==> config.mk <==
export PLATFORM = sky130hd
export DESIGN_NAME = uce_top
export DESIGN_NICKNAME = d
export VERILOG_FILES = /design/src/source/uce_pkg.sv /design/src/source/uce_credit_counter.sv /design/src/source/uce_fill_in.sv /design/src/source/uce_ctrl.sv /design/src/source/uce_top.sv
export SDC_FILE = /design/constraint.sdc
export NUM_CORES = 1
export LEC_CHECK = 0
export BUFFER_PORTS_ARGS = -buffer_cell sky130_fd_sc_hd__buf_2
export CORE_AREA = 2 2 168 170
export DETAILED_ROUTE_END_ITERATION = 6
export DIE_AREA = 0 0 170 172
export PLACE_DENSITY = 0.46
export SLEW_MARGIN = 20
export SYNTH_ARGS = -nofsm -noshare
export SYNTH_HDL_FRONTEND = slang
export SYNTH_SLANG_ARGS = --single-unit
==> constraint.sdc <==
create_clock -name clk_i -period 7.4 [get_ports clk_i]
set_clock_uncertainty 0.2 [all_clocks]
set_input_delay 1.48 -clock clk_i [delete_from_list [all_inputs] [get_ports clk_i]]
set_output_delay 1.48 -clock clk_i [all_outputs]
set_load 0.05 [all_outputs]
==> src/source/uce_pkg.sv <==
`default_nettype none

package uce_pkg;

  // fixed cache and memory geometry
  localparam int paddr_width = 32;
  localparam int block_width = 256;
  localparam int fill_width = 64;
  localparam int dword_width = 64;
  localparam int sets = 64;
  localparam int assoc = 4;
  localparam int block_beats = block_width / fill_width;
  localparam int index_width = $clog2(sets);
  localparam int way_width = $clog2(assoc);
  localparam int block_offset_width = $clog2(block_width / 8);
  localparam int fill_offset_width = $clog2(fill_width / 8);
  localparam int tag_width = paddr_width - index_width - block_offset_width;

  typedef enum logic [2:0] {
    e_miss_load,
    e_miss_store,
    e_uc_load,
    e_uc_store,
    e_cache_clear
  } req_kind_e;

  typedef enum logic [1:0] {
    e_mem_rd,
    e_mem_wr,
    e_mem_uc_rd,
    e_mem_uc_wr
  } mem_op_e;

  // set_tag always installs the line as modified
  typedef enum logic {
    e_tag_set_clear,
    e_tag_set_tag
  } tag_op_e;

  typedef enum logic {
    e_data_write,
    e_data_uncached
  } data_op_e;

  typedef enum logic [2:0] {
    e_reset,
    e_clear,
    e_ready,
    e_send_critical,
    e_read_wait,
    e_uc_read_wait
  } uce_state_e;

  typedef struct packed {
    req_kind_e                kind;
    logic [paddr_width-1:0]   addr;
    logic [1:0]               size;
    logic [dword_width-1:0]   data;
  } cache_req_s;

  typedef struct packed {
    logic [way_width-1:0]     repl_way;
  } cache_meta_s;

  typedef struct packed {
    tag_op_e                  opcode;
    logic [index_width-1:0]   index;
    logic [way_width-1:0]     way_id;
    logic [tag_width-1:0]     tag;
  } tag_pkt_s;

  typedef struct packed {
    data_op_e                 opcode;
    logic [index_width-1:0]   index;
    logic [way_width-1:0]     way_id;
    logic [block_beats-1:0]   fill_mask;
    logic [fill_width-1:0]    data;
  } data_pkt_s;

  // size is log2 of the byte count
  typedef struct packed {
    mem_op_e                  op;
    logic [paddr_width-1:0]   addr;
    logic [2:0]               size;
    logic [way_width-1:0]     way;
  } mem_hdr_s;

  typedef struct packed {
    logic [index_width-1:0]   index;
    logic [way_width-1:0]     way;
    logic [tag_width-1:0]     tag;
    logic [block_beats-1:0]   fill_mask;
    logic [fill_width-1:0]    data;
    logic                     uc;
    logic                     last;
  } fill_beat_s;

endpackage

`default_nettype wire

==> src/source/uce_credit_counter.sv <==
`timescale 1ns/100ps
`default_nettype none

module uce_credit_counter
  #(
  parameter int max_credits_p = 4
  )
  (
  input  wire  clk_i,
  input  wire  reset_i,
  input  wire  sent_i,
  input  wire  done_i,
  output logic full_o,
  output logic empty_o
  );

  localparam int count_width = $clog2(max_credits_p + 1);

  logic [count_width-1:0] count_r;

  // simultaneous send and return cancel out
  always_ff @(posedge clk_i)
  begin
    if (reset_i)
      count_r <= '0;
    else if (sent_i & ~done_i)
      count_r <= count_r + 1'b1;
    else if (done_i & ~sent_i)
      count_r <= count_r - 1'b1;
  end

  assign full_o  = (count_r == count_width'(max_credits_p));
  assign empty_o = (count_r == '0);

endmodule

`default_nettype wire

==> src/source/uce_fill_in.sv <==
`timescale 1ns/100ps
`default_nettype none

module uce_fill_in
  import uce_pkg::*;
  (
  input  wire                    clk_i,
  input  wire                    reset_i,

  input  wire mem_hdr_s          mem_rev_hdr_i,
  input  wire [fill_width-1:0]   mem_rev_data_i,
  input  wire                    mem_rev_last_i,
  input  wire                    mem_rev_v_i,
  output logic                   mem_rev_ready_and_o,

  output fill_beat_s             beat_o,
  output logic                   beat_v_o,
  input  wire                    beat_yumi_i,

  output logic                   resp_done_o
  );

  localparam int beat_cnt_width = $clog2(block_beats);

  logic [beat_cnt_width-1:0] beat_cnt_r;
  logic [beat_cnt_width-1:0] crit_beat;
  logic [beat_cnt_width-1:0] fill_pos;
  logic                      store_resp_v;
  logic                      load_resp_v;

  assign store_resp_v = mem_rev_v_i & (mem_rev_hdr_i.op inside {e_mem_wr, e_mem_uc_wr});
  assign load_resp_v  = mem_rev_v_i & (mem_rev_hdr_i.op inside {e_mem_rd, e_mem_uc_rd});

  // write acks never wait on the cache arrays
  assign mem_rev_ready_and_o = store_resp_v | (load_resp_v & beat_yumi_i);
  assign resp_done_o = mem_rev_v_i & mem_rev_ready_and_o & mem_rev_last_i;

  // memory returns the critical beat first, then wraps around the block
  assign crit_beat = mem_rev_hdr_i.addr[fill_offset_width +: beat_cnt_width];
  assign fill_pos  = crit_beat + beat_cnt_r;

  always_ff @(posedge clk_i)
  begin
    if (reset_i)
      beat_cnt_r <= '0;
    else if (beat_v_o & beat_yumi_i)
    begin
      if (mem_rev_last_i)
        beat_cnt_r <= '0;
      else
        beat_cnt_r <= beat_cnt_r + 1'b1;
    end
  end

  always_comb
  begin
    beat_o = '0;
    beat_o.index = mem_rev_hdr_i.addr[block_offset_width +: index_width];
    beat_o.tag   = mem_rev_hdr_i.addr[block_offset_width + index_width +: tag_width];
    beat_o.way   = mem_rev_hdr_i.way;
    beat_o.fill_mask[fill_pos] = 1'b1;
    beat_o.data  = mem_rev_data_i;
    beat_o.uc    = (mem_rev_hdr_i.op == e_mem_uc_rd);
    beat_o.last  = mem_rev_last_i;
  end

  assign beat_v_o = load_resp_v;

endmodule

`default_nettype wire

==> src/source/uce_ctrl.sv <==
`timescale 1ns/100ps
`default_nettype none

module uce_ctrl
  import uce_pkg::*;
  (
  input  wire                    clk_i,
  input  wire                    reset_i,

  input  wire cache_req_s        cache_req_i,
  input  wire                    cache_req_v_i,
  output logic                   cache_req_yumi_o,
  output logic                   cache_req_busy_o,
  input  wire cache_meta_s       cache_meta_i,
  input  wire                    cache_meta_v_i,
  output logic                   cache_req_complete_o,
  output logic                   cache_req_critical_data_o,

  output tag_pkt_s               tag_pkt_o,
  output logic                   tag_pkt_v_o,
  input  wire                    tag_pkt_yumi_i,
  output data_pkt_s              data_pkt_o,
  output logic                   data_pkt_v_o,
  input  wire                    data_pkt_yumi_i,

  output mem_hdr_s               mem_fwd_hdr_o,
  output logic [fill_width-1:0]  mem_fwd_data_o,
  output logic                   mem_fwd_v_o,
  input  wire                    mem_fwd_ready_and_i,

  input  wire fill_beat_s        beat_i,
  input  wire                    beat_v_i,
  output logic                   beat_yumi_o,

  input  wire                    credits_full_i,
  input  wire                    credits_empty_i,
  output logic                   fwd_sent_o
  );

  localparam logic [2:0] block_size = 3'(block_offset_width);

  uce_state_e             state_r;
  uce_state_e             state_n;
  cache_req_s             cache_req_r;
  logic                   cache_req_v_r;
  cache_meta_s            cache_meta_r;
  cache_meta_s            cache_meta;
  logic [index_width-1:0] index_cnt_r;
  logic                   index_up;
  logic                   req_done;
  logic                   critical_pending_r;
  logic                   data_done_r;
  logic                   tag_done_r;
  logic                   data_acc;
  logic                   tag_acc;
  logic                   critical_sent;

  wire clear_v_li   = cache_req_v_i & (cache_req_i.kind == e_cache_clear);
  wire miss_v_r     = cache_req_v_r & (cache_req_r.kind inside {e_miss_load, e_miss_store});
  wire uc_load_v_r  = cache_req_v_r & (cache_req_r.kind == e_uc_load);
  wire uc_store_v_r = cache_req_v_r & (cache_req_r.kind == e_uc_store);

  // metadata may show up with the yumi or a cycle after it
  assign cache_meta = cache_meta_v_i ? cache_meta_i : cache_meta_r;

  assign data_acc      = data_pkt_v_o & data_pkt_yumi_i;
  assign tag_acc       = tag_pkt_v_o & tag_pkt_yumi_i;
  assign fwd_sent_o    = mem_fwd_v_o & mem_fwd_ready_and_i;
  assign critical_sent = (state_r == e_send_critical) & miss_v_r & fwd_sent_o;

  assign cache_req_busy_o = (state_r == e_reset) | (state_r == e_clear) | credits_full_i;
  assign cache_req_complete_o = req_done & cache_req_v_r & ~uc_store_v_r;
  assign cache_req_critical_data_o = critical_pending_r & data_acc;

  always_comb
  begin
    state_n = state_r;
    cache_req_yumi_o = 1'b0;
    req_done = 1'b0;
    index_up = 1'b0;
    beat_yumi_o = 1'b0;
    tag_pkt_o = '0;
    tag_pkt_v_o = 1'b0;
    data_pkt_o = '0;
    data_pkt_v_o = 1'b0;
    mem_fwd_hdr_o = '0;
    mem_fwd_data_o = '0;
    mem_fwd_v_o = 1'b0;

    unique case (state_r)
      e_reset:
      begin
        state_n = e_clear;
      end
      e_clear:
      begin
        tag_pkt_o.opcode = e_tag_set_clear;
        tag_pkt_o.index = index_cnt_r;
        tag_pkt_v_o = 1'b1;
        index_up = tag_pkt_yumi_i;
        req_done = index_up & (index_cnt_r == index_width'(sets - 1));
        if (req_done)
          state_n = e_ready;
      end
      e_ready:
      begin
        // a pending uncached store goes out from here
        if (uc_store_v_r)
        begin
          mem_fwd_hdr_o.op = e_mem_uc_wr;
          mem_fwd_hdr_o.addr = cache_req_r.addr;
          mem_fwd_hdr_o.size = {1'b0, cache_req_r.size};
          mem_fwd_data_o = cache_req_r.data;
          mem_fwd_v_o = ~credits_full_i;
          req_done = fwd_sent_o;
        end
        // clear waits until no response can still touch the arrays
        cache_req_yumi_o = cache_req_v_i & ~credits_full_i
          & (~cache_req_v_r | req_done) & (~clear_v_li | credits_empty_i);
        if (cache_req_yumi_o)
        begin
          if (clear_v_li)
            state_n = e_clear;
          else if (cache_req_i.kind != e_uc_store)
            state_n = e_send_critical;
        end
      end
      e_send_critical:
      begin
        if (miss_v_r)
        begin
          mem_fwd_hdr_o.op = e_mem_rd;
          mem_fwd_hdr_o.addr = {cache_req_r.addr[paddr_width-1:fill_offset_width],
            fill_offset_width'(0)};
          mem_fwd_hdr_o.size = block_size;
          mem_fwd_hdr_o.way = cache_meta.repl_way;
          mem_fwd_v_o = ~credits_full_i;
          if (fwd_sent_o)
            state_n = e_read_wait;
        end
        else if (uc_load_v_r)
        begin
          mem_fwd_hdr_o.op = e_mem_uc_rd;
          mem_fwd_hdr_o.addr = cache_req_r.addr;
          mem_fwd_hdr_o.size = {1'b0, cache_req_r.size};
          mem_fwd_v_o = ~credits_full_i;
          if (fwd_sent_o)
            state_n = e_uc_read_wait;
        end
        else
          state_n = e_ready;
      end
      e_read_wait:
      begin
        data_pkt_o.opcode = e_data_write;
        data_pkt_o.index = beat_i.index;
        data_pkt_o.way_id = beat_i.way;
        data_pkt_o.fill_mask = beat_i.fill_mask;
        data_pkt_o.data = beat_i.data;
        data_pkt_v_o = beat_v_i & ~data_done_r;

        // tag is set once, alongside the final beat
        tag_pkt_o.opcode = e_tag_set_tag;
        tag_pkt_o.index = beat_i.index;
        tag_pkt_o.way_id = beat_i.way;
        tag_pkt_o.tag = beat_i.tag;
        tag_pkt_v_o = beat_v_i & beat_i.last & ~tag_done_r;

        beat_yumi_o = beat_v_i & (data_done_r | data_pkt_yumi_i)
          & (~beat_i.last | tag_done_r | tag_pkt_yumi_i);
        req_done = beat_yumi_o & beat_i.last;
        if (req_done)
          state_n = e_ready;
      end
      e_uc_read_wait:
      begin
        data_pkt_o.opcode = e_data_uncached;
        data_pkt_o.data = {(fill_width / dword_width){beat_i.data[dword_width-1:0]}};
        data_pkt_v_o = beat_v_i & ~data_done_r;
        beat_yumi_o = beat_v_i & (data_done_r | data_pkt_yumi_i);
        req_done = beat_yumi_o;
        if (req_done)
          state_n = e_ready;
      end
      default:
      begin
        state_n = e_reset;
      end
    endcase
  end

  always_ff @(posedge clk_i)
  begin
    if (reset_i)
    begin
      state_r <= e_reset;
      cache_req_v_r <= 1'b0;
      index_cnt_r <= '0;
      critical_pending_r <= 1'b0;
    end
    else
    begin
      state_r <= state_n;
      if (cache_req_yumi_o)
        cache_req_v_r <= 1'b1;
      else if (req_done)
        cache_req_v_r <= 1'b0;
      // wraps to zero after the last set, ready for the next sweep
      if (index_up)
        index_cnt_r <= index_cnt_r + 1'b1;
      if (critical_sent)
        critical_pending_r <= 1'b1;
      else if (data_acc)
        critical_pending_r <= 1'b0;
    end
  end

  // remember which packets of the current beat the arrays already took
  always_ff @(posedge clk_i)
  begin
    if (reset_i | beat_yumi_o)
    begin
      data_done_r <= 1'b0;
      tag_done_r <= 1'b0;
    end
    else
    begin
      if (data_acc)
        data_done_r <= 1'b1;
      if (tag_acc)
        tag_done_r <= 1'b1;
    end
  end

  always_ff @(posedge clk_i)
  begin
    if (cache_req_yumi_o)
      cache_req_r <= cache_req_i;
    if (cache_meta_v_i)
      cache_meta_r <= cache_meta_i;
  end

endmodule

`default_nettype wire

==> src/source/uce_top.sv <==
`timescale 1ns/100ps
`default_nettype none

module uce_top
  import uce_pkg::*;
  #(
  parameter int max_credits_p = 4
  )
  (
  input  wire                    clk_i,
  input  wire                    reset_i,

  input  wire cache_req_s        cache_req_i,
  input  wire                    cache_req_v_i,
  output logic                   cache_req_yumi_o,
  output logic                   cache_req_busy_o,
  input  wire cache_meta_s       cache_meta_i,
  input  wire                    cache_meta_v_i,
  output logic                   cache_req_complete_o,
  output logic                   cache_req_critical_data_o,
  output logic                   cache_req_credits_full_o,
  output logic                   cache_req_credits_empty_o,

  output tag_pkt_s               tag_pkt_o,
  output logic                   tag_pkt_v_o,
  input  wire                    tag_pkt_yumi_i,
  output data_pkt_s              data_pkt_o,
  output logic                   data_pkt_v_o,
  input  wire                    data_pkt_yumi_i,

  output mem_hdr_s               mem_fwd_hdr_o,
  output logic [fill_width-1:0]  mem_fwd_data_o,
  output logic                   mem_fwd_v_o,
  input  wire                    mem_fwd_ready_and_i,

  input  wire mem_hdr_s          mem_rev_hdr_i,
  input  wire [fill_width-1:0]   mem_rev_data_i,
  input  wire                    mem_rev_last_i,
  input  wire                    mem_rev_v_i,
  output logic                   mem_rev_ready_and_o
  );

  fill_beat_s beat;
  logic       beat_v;
  logic       beat_yumi;
  logic       resp_done;
  logic       fwd_sent;

  uce_ctrl uce_ctrl_i (
    .clk_i                     (clk_i),
    .reset_i                   (reset_i),
    .cache_req_i               (cache_req_i),
    .cache_req_v_i             (cache_req_v_i),
    .cache_req_yumi_o          (cache_req_yumi_o),
    .cache_req_busy_o          (cache_req_busy_o),
    .cache_meta_i              (cache_meta_i),
    .cache_meta_v_i            (cache_meta_v_i),
    .cache_req_complete_o      (cache_req_complete_o),
    .cache_req_critical_data_o (cache_req_critical_data_o),
    .tag_pkt_o                 (tag_pkt_o),
    .tag_pkt_v_o               (tag_pkt_v_o),
    .tag_pkt_yumi_i            (tag_pkt_yumi_i),
    .data_pkt_o                (data_pkt_o),
    .data_pkt_v_o              (data_pkt_v_o),
    .data_pkt_yumi_i           (data_pkt_yumi_i),
    .mem_fwd_hdr_o             (mem_fwd_hdr_o),
    .mem_fwd_data_o            (mem_fwd_data_o),
    .mem_fwd_v_o               (mem_fwd_v_o),
    .mem_fwd_ready_and_i       (mem_fwd_ready_and_i),
    .beat_i                    (beat),
    .beat_v_i                  (beat_v),
    .beat_yumi_o               (beat_yumi),
    .credits_full_i            (cache_req_credits_full_o),
    .credits_empty_i           (cache_req_credits_empty_o),
    .fwd_sent_o                (fwd_sent)
  );

  uce_fill_in uce_fill_in_i (
    .clk_i               (clk_i),
    .reset_i             (reset_i),
    .mem_rev_hdr_i       (mem_rev_hdr_i),
    .mem_rev_data_i      (mem_rev_data_i),
    .mem_rev_last_i      (mem_rev_last_i),
    .mem_rev_v_i         (mem_rev_v_i),
    .mem_rev_ready_and_o (mem_rev_ready_and_o),
    .beat_o              (beat),
    .beat_v_o            (beat_v),
    .beat_yumi_i         (beat_yumi),
    .resp_done_o         (resp_done)
  );

  uce_credit_counter #(
    .max_credits_p (max_credits_p)
  ) uce_credit_counter_i (
    .clk_i   (clk_i),
    .reset_i (reset_i),
    .sent_i  (fwd_sent),
    .done_i  (resp_done),
    .full_o  (cache_req_credits_full_o),
    .empty_o (cache_req_credits_empty_o)
  );

endmodule

`default_nettype wire

**Yosys cells after proc, flatten, opt, wreduce, memory -nomap -nowiden**

Cells that the tools add are included.
W data, S select, Z words.

- Bits in registers: 121
- Input bits: 215
- Output and inout bits: 220
- Logic and storage cells: 148

- Add/subtract/negate cells: 5
- Magnitude comparators: 2
- Eq/ne operators: 22
- Mux-type cells: 46
- Bitwise operators: 47
- Reductions and logical operators: 13

Operators by type and width:

| kind | number |
|---|---|
| $mux W64 | 3 |
| $mux W37 | 3 |
| $pmux W37 S2 | 1 |
| $mux W3 | 12 |
| $and A1 B1 Y1 | 29 |
| $mux W23 | 1 |
| $pmux W3 S6 | 1 |
| $mux W1 | 14 |
| $pmux W7 S2 | 1 |
| $eq A3 B2 Y1 const B | 4 |
| $eq A3 B3 Y1 const B | 4 |
| $mux W12 | 1 |
| $reduce_bool A2 Y1 | 6 |
| $logic_not A3 Y1 | 3 |
| $ne A3 B2 Y1 const B | 3 |
| $not A1 Y1 | 9 |
| $or A1 B1 Y1 | 9 |
| $mux W2 | 4 |
| $reduce_and A7 Y1 | 1 |
| $add A6 B1 Y6 const B | 1 |
| $eq A3 B1 Y1 const B | 2 |
| $eq A6 B6 Y1 const B | 1 |
| $ne A2 B1 Y1 const B | 3 |
| $pmux W1 S2 | 3 |
| other kinds (15) | 16 |

**Longest topological paths before layout**

- Word-level depth: 13
- Gate-level depth with buffers: 11
- Mapped depth without buffers: 11

**By module**

Synthesis repeated with hierarchy kept, for this count alone.

- Cell total of the unflattened synthesis: 586
- Area total of the unflattened synthesis: 6508.7 µm²

By module, submodules not included:

| module | times used | cells each | area an instance (µm²) | seq. area each (µm²) |
|---|---|---|---|---|
| uce_ctrl | 1 | 454 | 5456.5 | 3333.2 |
| uce_fill_in | 1 | 115 | 888.4 | 40.0 |
| uce_credit_counter | 1 | 17 | 163.9 | 60.1 |

**Worst setup path before layout**

OpenSTA, ideal clock, no wires.

- Kind: input to output
- Start point: input mem_fwd_ready_and_i
- End point: output cache_req_yumi_o
- Arrival: 4755 ps
- Data required time: 5720 ps
- Setup slack: 965 ps
- Stages: 4
- Path buffers: 0
- Path through: inv_1 -> o41ai_1 -> o2111a_1 -> and2_1

- Longest elaborated chain between the ends: 7

RTL lines:

| element | RTL line | source |
|---|---|---|
| start: declaration | uce_top.sv:34 | `input wire mem_fwd_ready_and_i,` |
| $and A1 B1 Y1 | uce_ctrl.sv:68 | `assign fwd_sent_o = mem_fwd_v_o & mem_fwd_ready_and_i;` |
| $mux W1 | uce_ctrl.sv:108 | `if (uc_store_v_r)` |
| $mux W1 | uce_ctrl.sv:90 | `unique case (state_r)` |
| $or A1 B1 Y1 | uce_ctrl.sv:119 | `& (~cache_req_v_r \| req_done) & (~clear_v_li \| credits_empty_i);` |
| $and A1 B1 Y1 (2 in a row) | uce_ctrl.sv:119 |  |
| $mux W1 | uce_ctrl.sv:90 |  |
| end: declaration | uce_top.sv:15 | `output logic cache_req_yumi_o,` |

Every way passes these cells. The select of a mux whose other input is x is not followed.

**Worst setup path after layout**

- Start point: register uce_ctrl_i.state_r[1]
- End point: output cache_req_yumi_o

- Longest elaborated chain between the ends: 9
- Elaborated cells between the ends (all ways): 10
- Classes of those cells: 2 x eq/ne; 4 x mux; 4 x bitwise

RTL lines:

| element | RTL line | source |
|---|---|---|
| start: declaration | uce_ctrl.sv:42 | `uce_state_e state_r;` |
| start signal: assignment | uce_ctrl.sv:196 | `state_r <= e_reset;` |
| start signal: assignment | uce_ctrl.sv:203 | `state_r <= state_n;` |
| $eq A3 B2 Y1 | uce_ctrl.sv:90 |  |
| $pmux W1 S2 | uce_ctrl.sv:90 |  |
| $and A1 B1 Y1 | uce_ctrl.sv:68 |  |
| $mux W1 | uce_ctrl.sv:108 |  |
| $mux W1 | uce_ctrl.sv:90 |  |
| $or A1 B1 Y1 | uce_ctrl.sv:119 |  |
| $and A1 B1 Y1 (2 in a row) | uce_ctrl.sv:119 |  |
| $mux W1 * | uce_ctrl.sv:90 |  |

Mark *: on every way between the ends. The rest lies on a longest branch, timed or not. The select of a mux whose other input is x is not followed.

==> results.toml <==
[detailed_routing]
routed_wl_um = 20300
viasPerCell = 4.11
routedWlPerCell_um = 15.9
drt-pass1-iter-count = 4
first_iter_violations = 132
vias = 5239
drc_errors = 0
antenna_left = 0

[die]
fp-row-count = 61
die_w_um = 170
top_level_ports = 435
fp.dieH_um = 172
initial_core_util_pct = 20.9
core-area_um2 = 27500
dieArea_um2 = 29200

[sta]
relSlewSlack_pct = 37.6
drv_slew = 0
tightest_slew_ns = 0.935
fin_crit_sh_pct = 65.4
fin_ws_ns = 2.56
fmax_mhz = 207
fin_tns_setup_ns = 0
min_period_ns = 4.84
rsz0062_at_grt = "false"
hold_violations = 0
setup_violations = 0

[cells_and_area]
mostFrequentLayoutCells = "buf_2 (427), and2_1 (166), edfxtp_1 (101)"
final_util_pct = 32.1
final-instance-count-excl-fill = 1275
drive_gt1_share_pct = 51.2
final_common_cell = "buf_2"
nFillCells = 2889
area_growth_pct = 53.4
final_cell_area_um2 = 8830
fin_nets = 1131

[logic_synthesis]
synthSimpleGateAreaFrac_pct = 28.9
ys_seq_elements = 121
synth_compound_area_share_pct = 5.11
async_flop_share_pct = 0
synth_fp_nets = 715
netlist_instances = 496
synth.area.mux_share_pct = 0.739
synthFlopType = "edfxtp_1"
synth-xor-area-share_pct = 1.52
synth_edf_count = 101
synth_adder_area_share_pct = 1.00
netlist_area_um2 = 5760
ys_seq_area_share_pct = 59.7
synth_top_family_by_area = "simple AND/OR/NAND/NOR gates"
syn_avg_cell_area_um2 = 11.6
synth_warnings = 0
synthDistinctLibCells = 55

[placement]
dp_slack_ns = 2.59
placed_cells = 1239
gp_congestion = 0.731
place_area_um2 = 8230
dpl.hpwl_um = 15600
port_buffers = 427

[critical_path]
reg2reg_from = "uce_ctrl_i.state_r[1]$_SDFFE_PP0P_"
worstPathMaxFanout = 36
worst_ep_arrival_time_ns = 3.16
end_kind = "output port"
r2r_setup_slack_ns = 3.63
crit_start = "uce_ctrl_i.state_r[1]$_SDFFE_PP0P_"
crit_type = "reg2out"
ff2ff_path_depth = 5
startpoint_type = "register"
r2r_end = "uce_ctrl_i.cache_req_r[7]$_DFFE_PP_"
worstPathRequired_ns = 5.72
crit_path_end = "cache_req_yumi_o"

[global_routing]
grt_pass1_wl_um = 28500
grt_antenna_before_repair = 8
grt_pass1_vias = 5129
grt_max_degree = 95
grt_overflow_total = 0
grt_use_total_pct = 13.1

[clock_network]
path_clk_slew_ns = 0.06
cts_tree = "done"
clk_latency_ns = 0.41
clk_path_buf_depth = 2
cts_resized = 0
postCtsSetupRepairBufs = 0
cts_max_level = 4
ctsRootBufferMaster = "clkbuf_16"
cts_buffers = 17
ctsHoldBuffers = 0
cts_sinks = 121

[power]
vdd_drop_max_v = 0.000145
p_leak_uw = 0.00443
powerDensity_nw_per_um2 = 253

[run_status]
status = "complete, no violations"

[job]
cap_viol_max_count = 0

[worst_hold_path]
hp-class = "reg2reg"
==> worst min-delay path by stage <==
stage                                                   from                                  to  slack, ns  cells after the start
after floorplan           uce_ctrl_i.cache_meta_r[0]$_DFF_P_  uce_ctrl_i.cache_meta_r[0]$_DFF_P_       0.24                      1
final                     uce_ctrl_i.cache_meta_r[0]$_DFF_P_  uce_ctrl_i.cache_meta_r[0]$_DFF_P_       0.27                      1
after detailed placement  uce_ctrl_i.cache_meta_r[0]$_DFF_P_  uce_ctrl_i.cache_meta_r[0]$_DFF_P_       0.26                      1
after CTS                 uce_ctrl_i.cache_meta_r[0]$_DFF_P_  uce_ctrl_i.cache_meta_r[0]$_DFF_P_       0.27                      1
after global placement    uce_ctrl_i.cache_meta_r[1]$_DFF_P_  uce_ctrl_i.cache_meta_r[1]$_DFF_P_       0.25                      1
after global routing      uce_ctrl_i.cache_meta_r[0]$_DFF_P_  uce_ctrl_i.cache_meta_r[0]$_DFF_P_       0.28                      1
==> kinds of logic after synthesis <==
| group | count (synthesis) |
|---|---|
| buf+inv | 41 |
| xor+xnor | 10 |
| flops | 121 |
| simple gates | 274 |
| mux | 4 |
| compound gates | 42 |
| fa+ha+maj | 4 |
==> state kept, by name, summed over array words and instances (netlist names) <==
register / cells
uce_ctrl_i.critical_pending_r: 1
uce_ctrl_i.data_done_r: 1
uce_credit_counter_i.count_r: 3
uce_ctrl_i.tag_done_r: 1
uce_fill_in_i.beat_cnt_r: 2
uce_ctrl_i.cache_req_r: 101
uce_ctrl_i.state_r: 3
uce_ctrl_i.index_cnt_r: 6
uce_ctrl_i.cache_meta_r: 2
uce_ctrl_i.cache_req_v_r: 1
==> area by class of cell <==
class                           count  area [µm²]  area share [%]
Antenna cell                        4        10.0           0.113
Clock buffer                       18         429            4.86
Clock inverter                     14         160            1.81
Inverter                            7        26.3           0.298
Multi-Input combinational cell    334        2170            24.6
Sequential cell                   121        3430            38.9
Tap cell                          346         433            4.90
Timing Repair Buffer              431        2170            24.5
==> power breakdown <==
| part | internal (µW) | switching, µW |
|---|---|---|
| registers | 821 | 45.9 |
| logic | 144 | 380 |
| clock network | 504 | 341 |
| total | 1470 | 766 |
==> layer usage <==
metal / track usage [%] / wire length [µm]
met5: 0 / 52
met4: 5.24 / 434
met3: 6.23 / 2290
met2: 24.6 / 10600
met1: 12.3 / 6900
==> through the flow <==
stage | hold WS (ns) | power, µW
after floorplan | 0.245 | 1250
after global placement | 0.254 | 1410
after global routing | 0.283 | 2330
after CTS | 0.271 | 2270
after detailed placement | 0.257 | 1410
final | 0.270 | 2240
==> synth_stat cells (2+ instances only) <==
library cell	instances	area [µm²]
a21oi_1	8	40.0
a22oi_1	6	45.0
a31oi_1	3	18.8
a32oi_1	2	17.5
and2_1	167	1040
and3_1	31	194
buf_2	5	25.0
buf_4	2	15.0
clkbuf_1	25	93.8
dfxtp_1	20	400
edfxtp_1	101	3030
ha_1	3	37.5
inv_1	7	26.3
mux2_2	2	22.5
mux2i_1	2	20.0
nand2_1	12	45.0
nand3_1	2	10.0
nand4_1	4	25.0
nand4b_1	2	17.5
nand4bb_1	2	22.5
nor2_1	27	101
nor2b_1	5	31.3
nor3_1	7	35.0
o211a_1	2	20.0
o211ai_1	3	22.5
o21a_1	2	15.0
o21ai_0	7	35.0
or3_1	2	12.5
xnor2_1	3	26.3
xor2_1	7	61.3
==> critical path: stages, from the launching register on <==
cell	delay [ns]
dfxtp_1	0.82
nand4bb_1	0.38
o41ai_1	0.39
o2111a_1	0.26
and2_4	0.50
buf_2	0.37
(Power assumes the default switching activity.)
